<file path="src/source/timing_pkg.sv">
package timing_pkg;

    // Controller states, also reported on the status output.
    typedef enum logic [2:0] {
        STARTUP_FLASH       = 3'd0,
        NS_GREEN_EW_RED     = 3'd1,
        NS_YELLOW_EW_RED    = 3'd2,
        NS_RED_EW_GREEN     = 3'd3,
        NS_RED_EW_YELLOW    = 3'd4,
        PEDESTRIAN_CROSSING = 3'd5,
        EMERGENCY_ALL_RED   = 3'd6
    } phase_t;

    // Width of the phase down counter.
    localparam int TIMER_W = 8;

    // Phase durations, counted in ticks.
    localparam logic [TIMER_W-1:0] STARTUP_TICKS = 8'd4;
    localparam logic [TIMER_W-1:0] GREEN_TICKS   = 8'd30;
    localparam logic [TIMER_W-1:0] YELLOW_TICKS  = 8'd5;
    localparam logic [TIMER_W-1:0] WALK_TICKS    = 8'd20;

endpackage

</file>
<file path="src/source/signal_pkg.sv">
package signal_pkg;

    // Lamp lit on one signal head.
    typedef enum logic [1:0] {
        DARK   = 2'd0,
        RED    = 2'd1,
        YELLOW = 2'd2,
        GREEN  = 2'd3
    } lamp_t;

    // Both signal heads of the intersection.
    typedef struct packed {
        lamp_t ns;
        lamp_t ew;
    } signal_heads_t;

    // Controller status seen from outside.
    typedef struct packed {
        logic                walk;
        logic                emergency_active;
        timing_pkg::phase_t  phase;
    } status_t;

endpackage

</file>
<file path="src/source/intersection_top.sv">
`timescale 1ns/1ps

module intersection_top (
    input  logic                        clk,
    input  logic                        rst_n,
    input  logic                        tick,
    input  logic                        ped_button,
    input  logic                        emergency,
    output signal_pkg::signal_heads_t   heads,
    output signal_pkg::status_t         status
);

    logic ped_pending;
    logic ped_grant;

    ped_request_latch i_ped_request_latch (
        .clk         (clk),
        .rst_n       (rst_n),
        .ped_button  (ped_button),
        .ped_grant   (ped_grant),
        .ped_pending (ped_pending)
    );

    traffic_controller i_traffic_controller (
        .clk         (clk),
        .rst_n       (rst_n),
        .tick        (tick),
        .emergency   (emergency),
        .ped_pending (ped_pending),
        .ped_grant   (ped_grant),
        .heads       (heads),
        .status      (status)
    );

endmodule

</file>
<file path="src/source/ped_request_latch.sv">
`timescale 1ns/1ps

module ped_request_latch (
    input  logic clk,
    input  logic rst_n,
    input  logic ped_button,
    input  logic ped_grant,
    output logic ped_pending
);

    // A press on the grant cycle is kept for the next crossing.
    always_ff @(posedge clk) begin
        if (!rst_n) begin
            ped_pending <= 1'b0;
        end else if (ped_button) begin
            ped_pending <= 1'b1;
        end else if (ped_grant) begin
            ped_pending <= 1'b0;
        end
    end

endmodule

</file>
<file path="src/source/phase_timer.sv">
`timescale 1ns/1ps

module phase_timer (
    input  logic                            clk,
    input  logic                            rst_n,
    input  logic                            tick,
    input  logic                            load,
    input  logic [timing_pkg::TIMER_W-1:0]  load_value,
    output logic                            expire
);

    logic [timing_pkg::TIMER_W-1:0] count;

    // Load wins over a tick on the same edge.
    always_ff @(posedge clk) begin
        if (!rst_n) begin
            count <= timing_pkg::STARTUP_TICKS;
        end else if (load) begin
            count <= load_value;
        end else if (tick && (count != '0)) begin
            count <= count - 1'b1;
        end
    end

    // High on the last tick of the phase.
    assign expire = tick && (count == timing_pkg::TIMER_W'(1));

endmodule

</file>
<file path="src/source/traffic_controller.sv">
`timescale 1ns/1ps

module traffic_controller (
    input  logic                        clk,
    input  logic                        rst_n,
    input  logic                        tick,
    input  logic                        emergency,
    input  logic                        ped_pending,
    output logic                        ped_grant,
    output signal_pkg::signal_heads_t   heads,
    output signal_pkg::status_t         status
);

    timing_pkg::phase_t             state;
    timing_pkg::phase_t             next_state;
    logic                           load;
    logic [timing_pkg::TIMER_W-1:0] load_value;
    logic                           expire;
    logic                           flash;

    phase_timer i_phase_timer (
        .clk        (clk),
        .rst_n      (rst_n),
        .tick       (tick),
        .load       (load),
        .load_value (load_value),
        .expire     (expire)
    );

    function automatic logic [timing_pkg::TIMER_W-1:0] phase_ticks(
        input timing_pkg::phase_t phase
    );
        case (phase)
            timing_pkg::STARTUP_FLASH:       phase_ticks = timing_pkg::STARTUP_TICKS;
            timing_pkg::NS_YELLOW_EW_RED:    phase_ticks = timing_pkg::YELLOW_TICKS;
            timing_pkg::NS_RED_EW_YELLOW:    phase_ticks = timing_pkg::YELLOW_TICKS;
            timing_pkg::PEDESTRIAN_CROSSING: phase_ticks = timing_pkg::WALK_TICKS;
            default:                         phase_ticks = timing_pkg::GREEN_TICKS;
        endcase
    endfunction

    // Emergency preempts every phase; expire is ignored while it holds.
    always_comb begin
        next_state = state;
        if (emergency && (state != timing_pkg::EMERGENCY_ALL_RED)) begin
            next_state = timing_pkg::EMERGENCY_ALL_RED;
        end else begin
            case (state)
                timing_pkg::EMERGENCY_ALL_RED: begin
                    if (!emergency)
                        next_state = timing_pkg::NS_GREEN_EW_RED;
                end
                timing_pkg::STARTUP_FLASH: begin
                    if (expire)
                        next_state = timing_pkg::NS_GREEN_EW_RED;
                end
                timing_pkg::NS_GREEN_EW_RED: begin
                    if (expire)
                        next_state = timing_pkg::NS_YELLOW_EW_RED;
                end
                timing_pkg::NS_YELLOW_EW_RED: begin
                    if (expire)
                        next_state = timing_pkg::NS_RED_EW_GREEN;
                end
                timing_pkg::NS_RED_EW_GREEN: begin
                    if (expire)
                        next_state = timing_pkg::NS_RED_EW_YELLOW;
                end
                timing_pkg::NS_RED_EW_YELLOW: begin
                    if (expire && ped_pending)
                        next_state = timing_pkg::PEDESTRIAN_CROSSING;
                    else if (expire)
                        next_state = timing_pkg::NS_GREEN_EW_RED;
                end
                timing_pkg::PEDESTRIAN_CROSSING: begin
                    if (expire)
                        next_state = timing_pkg::NS_GREEN_EW_RED;
                end
                default: next_state = timing_pkg::STARTUP_FLASH;
            endcase
        end
    end

    // Every transition loads the new phase length, except into all-red.
    assign load       = (next_state != state) && (next_state != timing_pkg::EMERGENCY_ALL_RED);
    assign load_value = phase_ticks(next_state);

    always_ff @(posedge clk) begin
        if (!rst_n) begin
            state     <= timing_pkg::STARTUP_FLASH;
            ped_grant <= 1'b0;
            flash     <= 1'b0;
        end else begin
            state     <= next_state;
            ped_grant <= (next_state == timing_pkg::PEDESTRIAN_CROSSING) &&
                         (state != timing_pkg::PEDESTRIAN_CROSSING);
            if (tick && (state == timing_pkg::STARTUP_FLASH))
                flash <= ~flash;
        end
    end

    // Lamp and status decode.
    always_comb begin
        heads.ns                = signal_pkg::RED;
        heads.ew                = signal_pkg::RED;
        status.walk             = 1'b0;
        status.emergency_active = 1'b0;
        status.phase            = state;
        case (state)
            timing_pkg::STARTUP_FLASH: begin
                heads.ns = flash ? signal_pkg::YELLOW : signal_pkg::DARK;
                heads.ew = flash ? signal_pkg::YELLOW : signal_pkg::DARK;
            end
            timing_pkg::NS_GREEN_EW_RED:     heads.ns = signal_pkg::GREEN;
            timing_pkg::NS_YELLOW_EW_RED:    heads.ns = signal_pkg::YELLOW;
            timing_pkg::NS_RED_EW_GREEN:     heads.ew = signal_pkg::GREEN;
            timing_pkg::NS_RED_EW_YELLOW:    heads.ew = signal_pkg::YELLOW;
            timing_pkg::PEDESTRIAN_CROSSING: status.walk = 1'b1;
            timing_pkg::EMERGENCY_ALL_RED:   status.emergency_active = 1'b1;
            default: ;
        endcase
    end

endmodule

</file>
<file path="config.mk">
export PLATFORM = sky130hd
export DESIGN_NAME = intersection_top
export DESIGN_NICKNAME = d
export VERILOG_FILES = /design/src/source/timing_pkg.sv /design/src/source/signal_pkg.sv /design/src/source/intersection_top.sv /design/src/source/ped_request_latch.sv /design/src/source/phase_timer.sv /design/src/source/traffic_controller.sv
export SDC_FILE = /design/constraint.sdc
export NUM_CORES = 1
export LEC_CHECK = 0
export BUFFER_PORTS_ARGS = -buffer_cell sky130_fd_sc_hd__buf_2
export CORE_MARGIN = 2
export CORE_UTILIZATION = 55
export CTS_CLUSTER_SIZE = 8
export DETAILED_ROUTE_END_ITERATION = 16
export PLACE_DENSITY = 0.82
export SETUP_SLACK_MARGIN = 0.4
export SLEW_MARGIN = 30
export SYNTH_ARGS = -nofsm -noshare
export SYNTH_HDL_FRONTEND = slang
export SYNTH_SLANG_ARGS = --single-unit
</file>
<file path="constraint.sdc">
create_clock -name clk -period 2.3 [get_ports clk]
set_input_delay 0.69 -clock clk [delete_from_list [all_inputs] [get_ports clk]]
set_output_delay 0.69 -clock clk [all_outputs]
set_load 0.01 [all_outputs]
</file>
Yosys cells after proc, flatten, opt, wreduce, memory -nomap -nowiden
Cells that the tools add are included.
Widths: inputs -> output; s select.
{ "classes": {"add_sub_neg": 1, "n_mul": 0, "div": 0, "order_cmp": 0, "n_eq_ne": 14, "shift": 0, "muxes": 18, "n_bitwise": 1, "n_reduce_logical": 14} }
{ "op_table": {"columns": ["op", "n"], "rows": [
  ["$mux 3", 7],
  ["$pmux 3 s6", 1],
  ["$mux 8", 2],
  ["$eq 3x3->1 const B", 5],
  ["$pmux 5 s3", 1],
  ["$pmux 2 s3", 2],
  ["$eq 3x2->1 const B", 3],
  ["$ne 3x3->1 const B", 3],
  ["$eq 8x1->1 const B", 1],
  ["$reduce_bool 8->1", 1],
  ["$sub 8x1->8 const B", 1],
  ["$logic_and 1x1->1", 7],
  ["$logic_not 3->1", 2],
  ["$mux 1", 4],
  ["$reduce_bool 2->1", 2],
  ["$reduce_or 2->1", 2],
  ["$eq 3x1->1 const B", 1],
  ["$ne 3x3->1", 1],
  ["$mux 2", 1],
  ["$not 1->1", 1]
]} }
{ "totals": {"regBits": 14, "latchBits": 0, "ram_bits": 0, "rom_bits": 0, "out_inout_bits": 9, "word_cells": 53, "mem_count": 0} }

Depth between registers and ports, before layout
Gate-level depths: netlist of the first run.
{ "depth": {"ltp_word": 10, "depth_mapped": 7, "ltp_nobuf": 6} }

By module
A second synthesis of the first run with hierarchy kept.
{ "unflattened": {"hier_cells": 122, "hier_area_um2": 983.4} }
{ "by_module_without_submodules": {"columns": ["mod", "n_inst", "cells_per_inst", "area_per_inst_um2"], "rows": [
  ["phase_timer", 1, 63, 518.0],
  ["traffic_controller", 1, 56, 424.2],
  ["ped_request_latch", 1, 3, 41.3]
]} }

Least setup slack after synthesis of the first run
Ideal clock, no wire load.
{ "synth_path": {"path_type": "input port to flip-flop", "start": "input tick", "end": "register i_traffic_controller.i_phase_timer.count[4] (netlist name)", "t_arrival_ps": 1663, "setup_slack_ps": 559, "path_stages": 5, "n_path_buf": 1, "cell_sequence": "and4bb_1 -> a21boi_1 -> clkbuf_1 -> o221ai_1 -> a32oi_1"} }
{ "synth_between": {"elab_chain_len": 9, "word_cells_on_any_way": 21} }
{ "synth_lines": {"columns": ["item", "line_no", "rtl"], "rows": [
  ["from (decl)", "intersection_top.sv:6", "input logic tick,"],
  ["$logic_and 1x1->1", "phase_timer.sv:26", "assign expire = tick && (count == timing_pkg::TIMER_W'(1));"],
  ["$mux 3 or $logic_and 1x1->1 (tied branches)", null, null],
  ["$mux 3", "traffic_controller.sv:70", "if (expire && ped_pending)"],
  ["$pmux 3 s6", "traffic_controller.sv:48", "case (state)"],
  ["$mux 3", "traffic_controller.sv:45", "if (emergency && (state != timing_pkg::EMERGENCY_ALL_RED)) begin"],
  ["$eq 3x2->1 or $eq 3x3->1 (tied branches)", "traffic_controller.sv:33", "case (phase)"],
  ["$reduce_or 2->1 (no source line)", null, null],
  ["$pmux 5 s3", "traffic_controller.sv:33", null],
  ["$mux 8", "phase_timer.sv:18", "end else if (load) begin"],
  ["to (signal assigned)", "phase_timer.sv:17", "count <= timing_pkg::STARTUP_TICKS;"],
  ["to (signal assigned)", "phase_timer.sv:19", "count <= load_value;"],
  ["to (signal assigned)", "phase_timer.sv:21", "count <= count - 1'b1;"],
  ["to (decl)", "phase_timer.sv:12", "logic [timing_pkg::TIMER_W-1:0] count;"]
]} }
Parallel ways exist; a longest one is shown, timed or not.
A chain may end at the register's enable or synchronous reset.

==> metrics.md, run 1 <==
| Metric | Value |
|---|---|
| Initial drt markers | `39` |
| Final Skew | `0.00413 ns` |
| Final setup TNS | `0 ns` |
| Comb pwr share | `32.8%` |
| Area Overhead vs Synth | `20.4%` |
| Cell Int Power | `479 uW` |
| Max_cap viols | `0` |
| Worst hold-check path type | `flip-flop to flip-flop` |
| Area of the multi-input gates | `671 sq um` |
| Sw frac | `35.2%` |
| Port buffer count | `13` |
| Initial antenna violation count | `0` |
| Seq/Total Area, Yosys | `28.3%` |
| Layout Nets | `148` |
| Core area | `1710 sq um` |
| Latest clock arrival within the worst-skew pair | `0.28 ns` |
| Synth warnings | `0` |
| Max VDD drop | `0.479 mV` |
| Starting Density | `57.9%` |
| Synth Area in Compound Gates | `32.2%` |
| Max Fanout on Critical Path | `4` |
| RSZ-0062 raised after global routing | `true` |
| Post-Syn Instances | `120` |
| CTS tree | `done` |
| Longest Clk Path Bufs | `2` |
| Static leakage | `0.485 nW` |
| Reg power frac | `42.0%` |
| Final Slew Violations | `0` |
| Flops & latches, synth | `14` |
| Critical path endpoint category | `primary output` |
| CTS buffer count | `3` |
| Largest net degree at the start of global routing | `21` |
| Hold Startpoint | `i_ped_request_latch.ped_pending$_SDFFE_PN0P_` |
| Clk slew on worst S/H paths | `0.10 ns` |
| Fillers | `125` |
| Start point of the critical path | `i_traffic_controller.state[1]$_SDFF_PN0_` |
| Async S/R FF share, synth | `0%` |
| Rows | `15` |
| Fmax | `528 MHz` |
| Mapped Area | `990 sq um` |
| # H-tree levels | `1` |
| Vias in the first global route | `813` |
| Clk pwr share | `25.1%` |
| Post-DP HPWL | `1620 um` |
| GRT Total Usage | `23.1%` |
| Die area | `2150 sq um` |
| XOR/XNOR Fraction of Synth Area | `3.54%` |
| Final ANT Viol Nets | `0` |
| Crit start category | `flip-flop` |
| Hold slack | `0.498 ns` |
| GR Overflow Total | `0` |
| Slew headroom | `65.5%` |
| Final Cycle Share | `82.3%` |
| CTS Root Cell | `clkbuf_4` |
| NetSw | `260 uW` |
| Status | `complete, no violations` |
| Share of layout cells above drive strength 1 | `29.5%` |
| Wirelength per Cell | `15.4 um` |
| Count of cell types in the netlist | `46` |
| Placer congestion estimate | `0.866` |
| Cts hold-fix bufs | `0` |
| Post-Synth Adder-Cell Area | `3.79%` |
| Vias | `1,004` |
| Final-report hold violation count | `0` |
| Sink Count | `14` |
| Pwr Total | `739 uW` |
| Reg2reg start | `i_traffic_controller.i_phase_timer.count[1]$_SDFFE_PN0P_` |
| # diodes | `0` |
| Die width | `46.4 um` |
| DRC viols | `0` |
| Top FF cell, synth | `dfxtp_1` |
| Power Density | `620 nW/um^2` |
| Arr. time, crit path | `1.20 ns` |
| Main combinational cell family by area after synthesis | `compound AO/OA/AOI/OAI gates` |
| CP required | `1.61 ns` |
| Crit path kind | `flip-flop to primary output` |
| # IOs | `14` |
| Mean Syn Cell Area | `8.25 sq um` |
| Die height | `46.4 um` |
| Slew @ Worst Pin | `0.513 ns` |
| Post-synthesis mux area share | `3.03%` |
| Final min period | `1.89 ns` |
| Synth Net Count | `128` |
| Reg area | `289 sq um` |
| Via-to-Cell Ratio | `6.12` |
| Number of synthesized flops with an enable pin | `0` |
| Endpoints failing setup | `0` |
| Drt first pass iters | `4` |
| First-pass GRT wire length | `3570 um` |
| Routed WL | `2520 um` |
| Synth Area in Simple Gates | `23.3%` |
-- area by class of cell --
class,count,share of cell area (%)
clock buffers,4,3.05
inverters,7,2.21
flip-flops and latches,14,24.3
well taps,25,2.63
multi-input cells,91,56.3
repair buffers,23,11.6
-- per-stage QoR --
step | instances | worst slack, ns | util [%] | area (sq um)
6_report | 164 | 0.407 | 69.7 | 1190
5_1_grt | 164 | 0.375 | 69.7 | 1190
4_1_cts | 163 | 0.412 | 68.5 | 1170
3_5_place_dp | 154 | 0.389 | 63.5 | 1080
3_3_place_gp | 154 | 0.432 | 63.5 | 1080
2_1_floorplan | 120 | 0.559 | - | 990
-- routing by layer --
metal	vias up	wire length (um)	GRT usage (%)
li1	483	-	-
met3	4	140	3.53
met4	0	34	5.71
met1	479	1170	33.6
met2	38	1180	35.3
met5	-	0	0
-- worst paths after layout --
check / to / slack, ns / cells past startpoint
min: i_traffic_controller.ped_grant$_SDFF_PN0_ / 0.50 / 2
min reg2reg: i_traffic_controller.ped_grant$_SDFF_PN0_ / 0.50 / 2
max: heads[3] / 0.41 / 3
max reg2reg: i_traffic_controller.i_phase_timer.count[6]$_SDFFE_PN0P_ / 0.46 / 6
-- cell usage after synthesis, types with 3 or more instances --
| cell | n | share of area (%) |
|---|---|---|
| dfxtp_1 | 14 | 28 |
| nand2_1 | 9 | 3.4 |
| o211ai_1 | 9 | 6.8 |
| clkbuf_1 | 7 | 2.7 |
| inv_1 | 7 | 2.7 |
| a21oi_1 | 6 | 3.0 |
| nor2_1 | 5 | 1.9 |
| nand2b_1 | 4 | 2.5 |
| ha_1 | 3 | 3.8 |
| mux2i_1 | 3 | 3.0 |
| nor2b_1 | 3 | 1.9 |
| o31a_1 | 3 | 2.7 |
| o31ai_1 | 3 | 2.3 |
| xor2_1 | 3 | 2.7 |
-- repair_timing --
| action | 4_1_cts | 5_1_grt |
|---|---|---|
| pin swaps | 0 | 1 |
| resized for setup | 6 | 5 |
| setup buffers | 5 | 1 |
| setup endpoints to repair | 4 | 8 |
-- cells by family after synthesis --
family,Yosys count
AOI/OAI and AO/OA,42
xor gates and xnor gates,4
adders and majority gates,3
buffers and inverters,15
DFF,14
muxes,3
and+or+nand+nor,39
-- power by group through the flow --
stage | sequential, mW | clock [mW] | combinational, mW
3_3_place_gp | 0.312 | 0 | 0.211
6_report | 0.311 | 0.186 | 0.243
3_5_place_dp | 0.315 | 0 | 0.216
4_1_cts | 0.306 | 0.186 | 0.229
5_1_grt | 0.314 | 0.194 | 0.264
2_1_floorplan | 0.301 | 0 | 0.173
-- state kept, by name, indices dropped and copies added (netlist names) --
name / cells
i_ped_request_latch.ped_pending: 1
i_traffic_controller.flash: 1
i_traffic_controller.i_phase_timer.count: 8
i_traffic_controller.ped_grant: 1
i_traffic_controller.state: 3
-- critical path, stage by stage (launching register included) --
cell and delay (ns):
dfxtp_4 0.36, or2_4 0.26, o21a_1 0.17, buf_2 0.13
-- layout by cell type, fill, tap and decap left out, types with 2 or more instances in the layout --
cell / instances
o211ai_1: 9
dfxtp_1: 11
a21o_1: 2
and2_1: 2
o21a_1: 2
o31a_1: 3
buf_2: 13
nand2_1: 9
o31ai_1: 3
dfxtp_4: 2
ha_1: 3
nand2b_1: 4
or2_2: 2
clkbuf_4: 3
inv_1: 6
xor2_1: 3
o22ai_1: 2
nand3_1: 2
o211a_1: 2
a21oi_1: 5
nor2b_1: 3
buf_4: 9
o21ai_1: 2
mux2i_1: 3
nor2_1: 5
No activity file was read; power rests on OpenSTA's default activity.
==> run 2, diff against run 1 <==
clock period = 1.83 ns   (was 2.3 ns; I/O delays follow)
==> metrics.md, run 2 (synthesis gave the netlist of run 1 again) <==
| Metric | Value |
|---|---|
| Status | `complete, but fails checks` |
| Violated checks | `negative setup slack` |
| Final Cycle Share | `104%` |
| Final Instance Area | `1650 sq um` |
| Crit start category | `flip-flop` |
| Via-to-Cell Ratio | `7.32` |
| CP max stage cell | `dfxtp_4` |
| Arr. time, crit path | `1.36 ns` |
| Cell Int Power | `762 uW` |
| Max reg flops | `8` |
| WL met2 | `2340 um` |
| Latest clock arrival within the worst-skew pair | `0.30 ns` |
| Area Overhead vs Synth | `66.6%` |
| Power Density | `765 nW/um^2` |
| Initial antenna violation count | `0` |
| Port buffer count | `13` |
| Non-Filler Instances | `192` |
| Final min period | `1.91 ns` |
| Worst hold-check path type | `input port to flip-flop` |
| GR Overflow Total | `0` |
| Placer congestion estimate | `0.898` |
| Die width | `46.4 um` |
| Crit path kind | `flip-flop to primary output` |
| Final Slew Violations | `0` |
| Clk pwr share | `19.0%` |
| Wirelength per Cell | `27.8 um` |
| Setup WS post-layout | `-0.0815 ns` |
| # IOs | `14` |
| Vias | `1,405` |
| First-pass GRT wire length | `5680 um` |
| Cts hold-fix bufs | `0` |
| Slew headroom | `76.5%` |
| Cell chain of the critical path | `buf_4 > a21oi_1 > o21a_1 > buf_2` |
| Placement Cell Area | `1180 sq um` |
| Largest net degree at the start of global routing | `17` |
| Hold slack | `0.499 ns` |
| Final ANT Viol Nets | `0` |
| Pwr Total | `1.26 mW` |
| WL met3 | `719 um` |
| Rows | `15` |
| Top layer in use | `met4` |
| Clk slew on worst S/H paths | `0.11 ns` |
| Final setup TNS | `-0.150 ns` |
| Final-report hold violation count | `0` |
| Pre-CTS setup slack | `0.0901 ns` |
| Share of the core filled with cells | `96.6%` |
| Sw frac | `39.5%` |
| Biggest register | `i_traffic_controller.i_phase_timer.count` |
| Critical Path Max Stage Delay | `0.38 ns` |
| Commonest non-fill, non-tap cell in the layout | `buf_4` |
| # H-tree levels | `1` |
| Critical path endpoint category | `primary output` |
| Initial drt markers | `133` |
| Most frequent cells in the layout | `buf_4, buf_6, o211ai_1` |
| Static leakage | `0.662 nW` |
| # diodes | `0` |
| Top Registers | `i_traffic_controller.i_phase_timer.count x8, i_traffic_controller.state x3` |
| CP required | `1.28 ns` |
| CTS Root Cell | `clkbuf_4` |
| Core area | `1710 sq um` |
| Die area | `2150 sq um` |
| Fmax | `523 MHz` |
| Max_cap viols | `0` |
| NetSw | `499 uW` |
| Final Skew | `0.0208 ns` |
| CTS buffer count | `3` |
| Starting Density | `57.9%` |
| Longest Clk Path Bufs | `2` |
| Routed WL | `5340 um` |
| Die height | `46.4 um` |
| Max Fanout on Critical Path | `4` |
| Layout Nets | `176` |
| Slew @ Worst Pin | `0.352 ns` |
| Endpoints failing setup | `2` |
| RSZ-0062 raised after global routing | `true` |
| Vias in the first global route | `1,153` |
| Sink Count | `14` |
| WL met1 | `1750 um` |
| Reg power frac | `31.2%` |
| Share of layout cells above drive strength 1 | `56.9%` |
| Comb pwr share | `49.9%` |
| Drt first pass iters | `5` |
| CTS tree | `done` |
| Placed insts | `162` |
| Post-DP HPWL | `1870 um` |
| GRT Total Usage | `39.3%` |
| DRC viols | `0` |
| Max VDD drop | `1.02 mV` |
[run 2: path summary, 6_finish.rpt]
path	slack (ns)	from	cells after the start	to
worst max-delay path	-0.08	i_traffic_controller.state[0]$_SDFF_PN0_	4	heads[3]
worst min-delay path	0.50	ped_button	2	i_ped_request_latch.ped_pending$_SDFFE_PN0P_
worst max register to register	-0.07	i_traffic_controller.i_phase_timer.count[4]$_SDFFE_PN0P_	5	i_traffic_controller.i_phase_timer.count[1]$_SDFFE_PN0P_
worst min register to register	0.60	i_ped_request_latch.ped_pending$_SDFFE_PN0P_	2	i_traffic_controller.ped_grant$_SDFF_PN0_
[run 2: layout make-up]
class | count | area, sq um
timing repair buffer | 51 | 432
sequential | 14 | 304
tap | 25 | 31.3
multi-input combinational | 91 | 812
clock buffer | 4 | 36.3
inverter | 7 | 33.8
fill | 34 | 58.8
[run 2: power by group through the flow]
stage	Sequential [mW]	Combinational (mW)	Clock [mW]
final	0.393	0.629	0.239
after floorplan	0.383	0.239	0
after CTS	0.383	0.445	0.231
after global placement	0.390	0.318	0
after global routing	0.394	0.638	0.259
after detailed placement	0.392	0.328	0
[run 2: critical path, delay by kind of cell, from the launching register on]
kind	cells	cell delay [ns]
AOI/OAI and AO/OA	2	0.40
DFF	1	0.38
buffers and inverters	2	0.29
[run 2: per-layer routing]
| layer | vias to the layer above | global-route usage, % |
|---|---|---|
| met5 | - | 0 |
| met2 | 176 | 60.6 |
| met4 | 0 | 21.1 |
| li1 | 541 | - |
| met3 | 60 | 11.8 |
| met1 | 628 | 48.6 |
[run 2: what timing repair did]
item | CTS | global route
gates resized for setup | 38 | 22
endpoints found under the setup margin | 18 | 20
pin swaps | 14 | 11
setup buffers | 16 | 9
gates cloned | 1 | 0
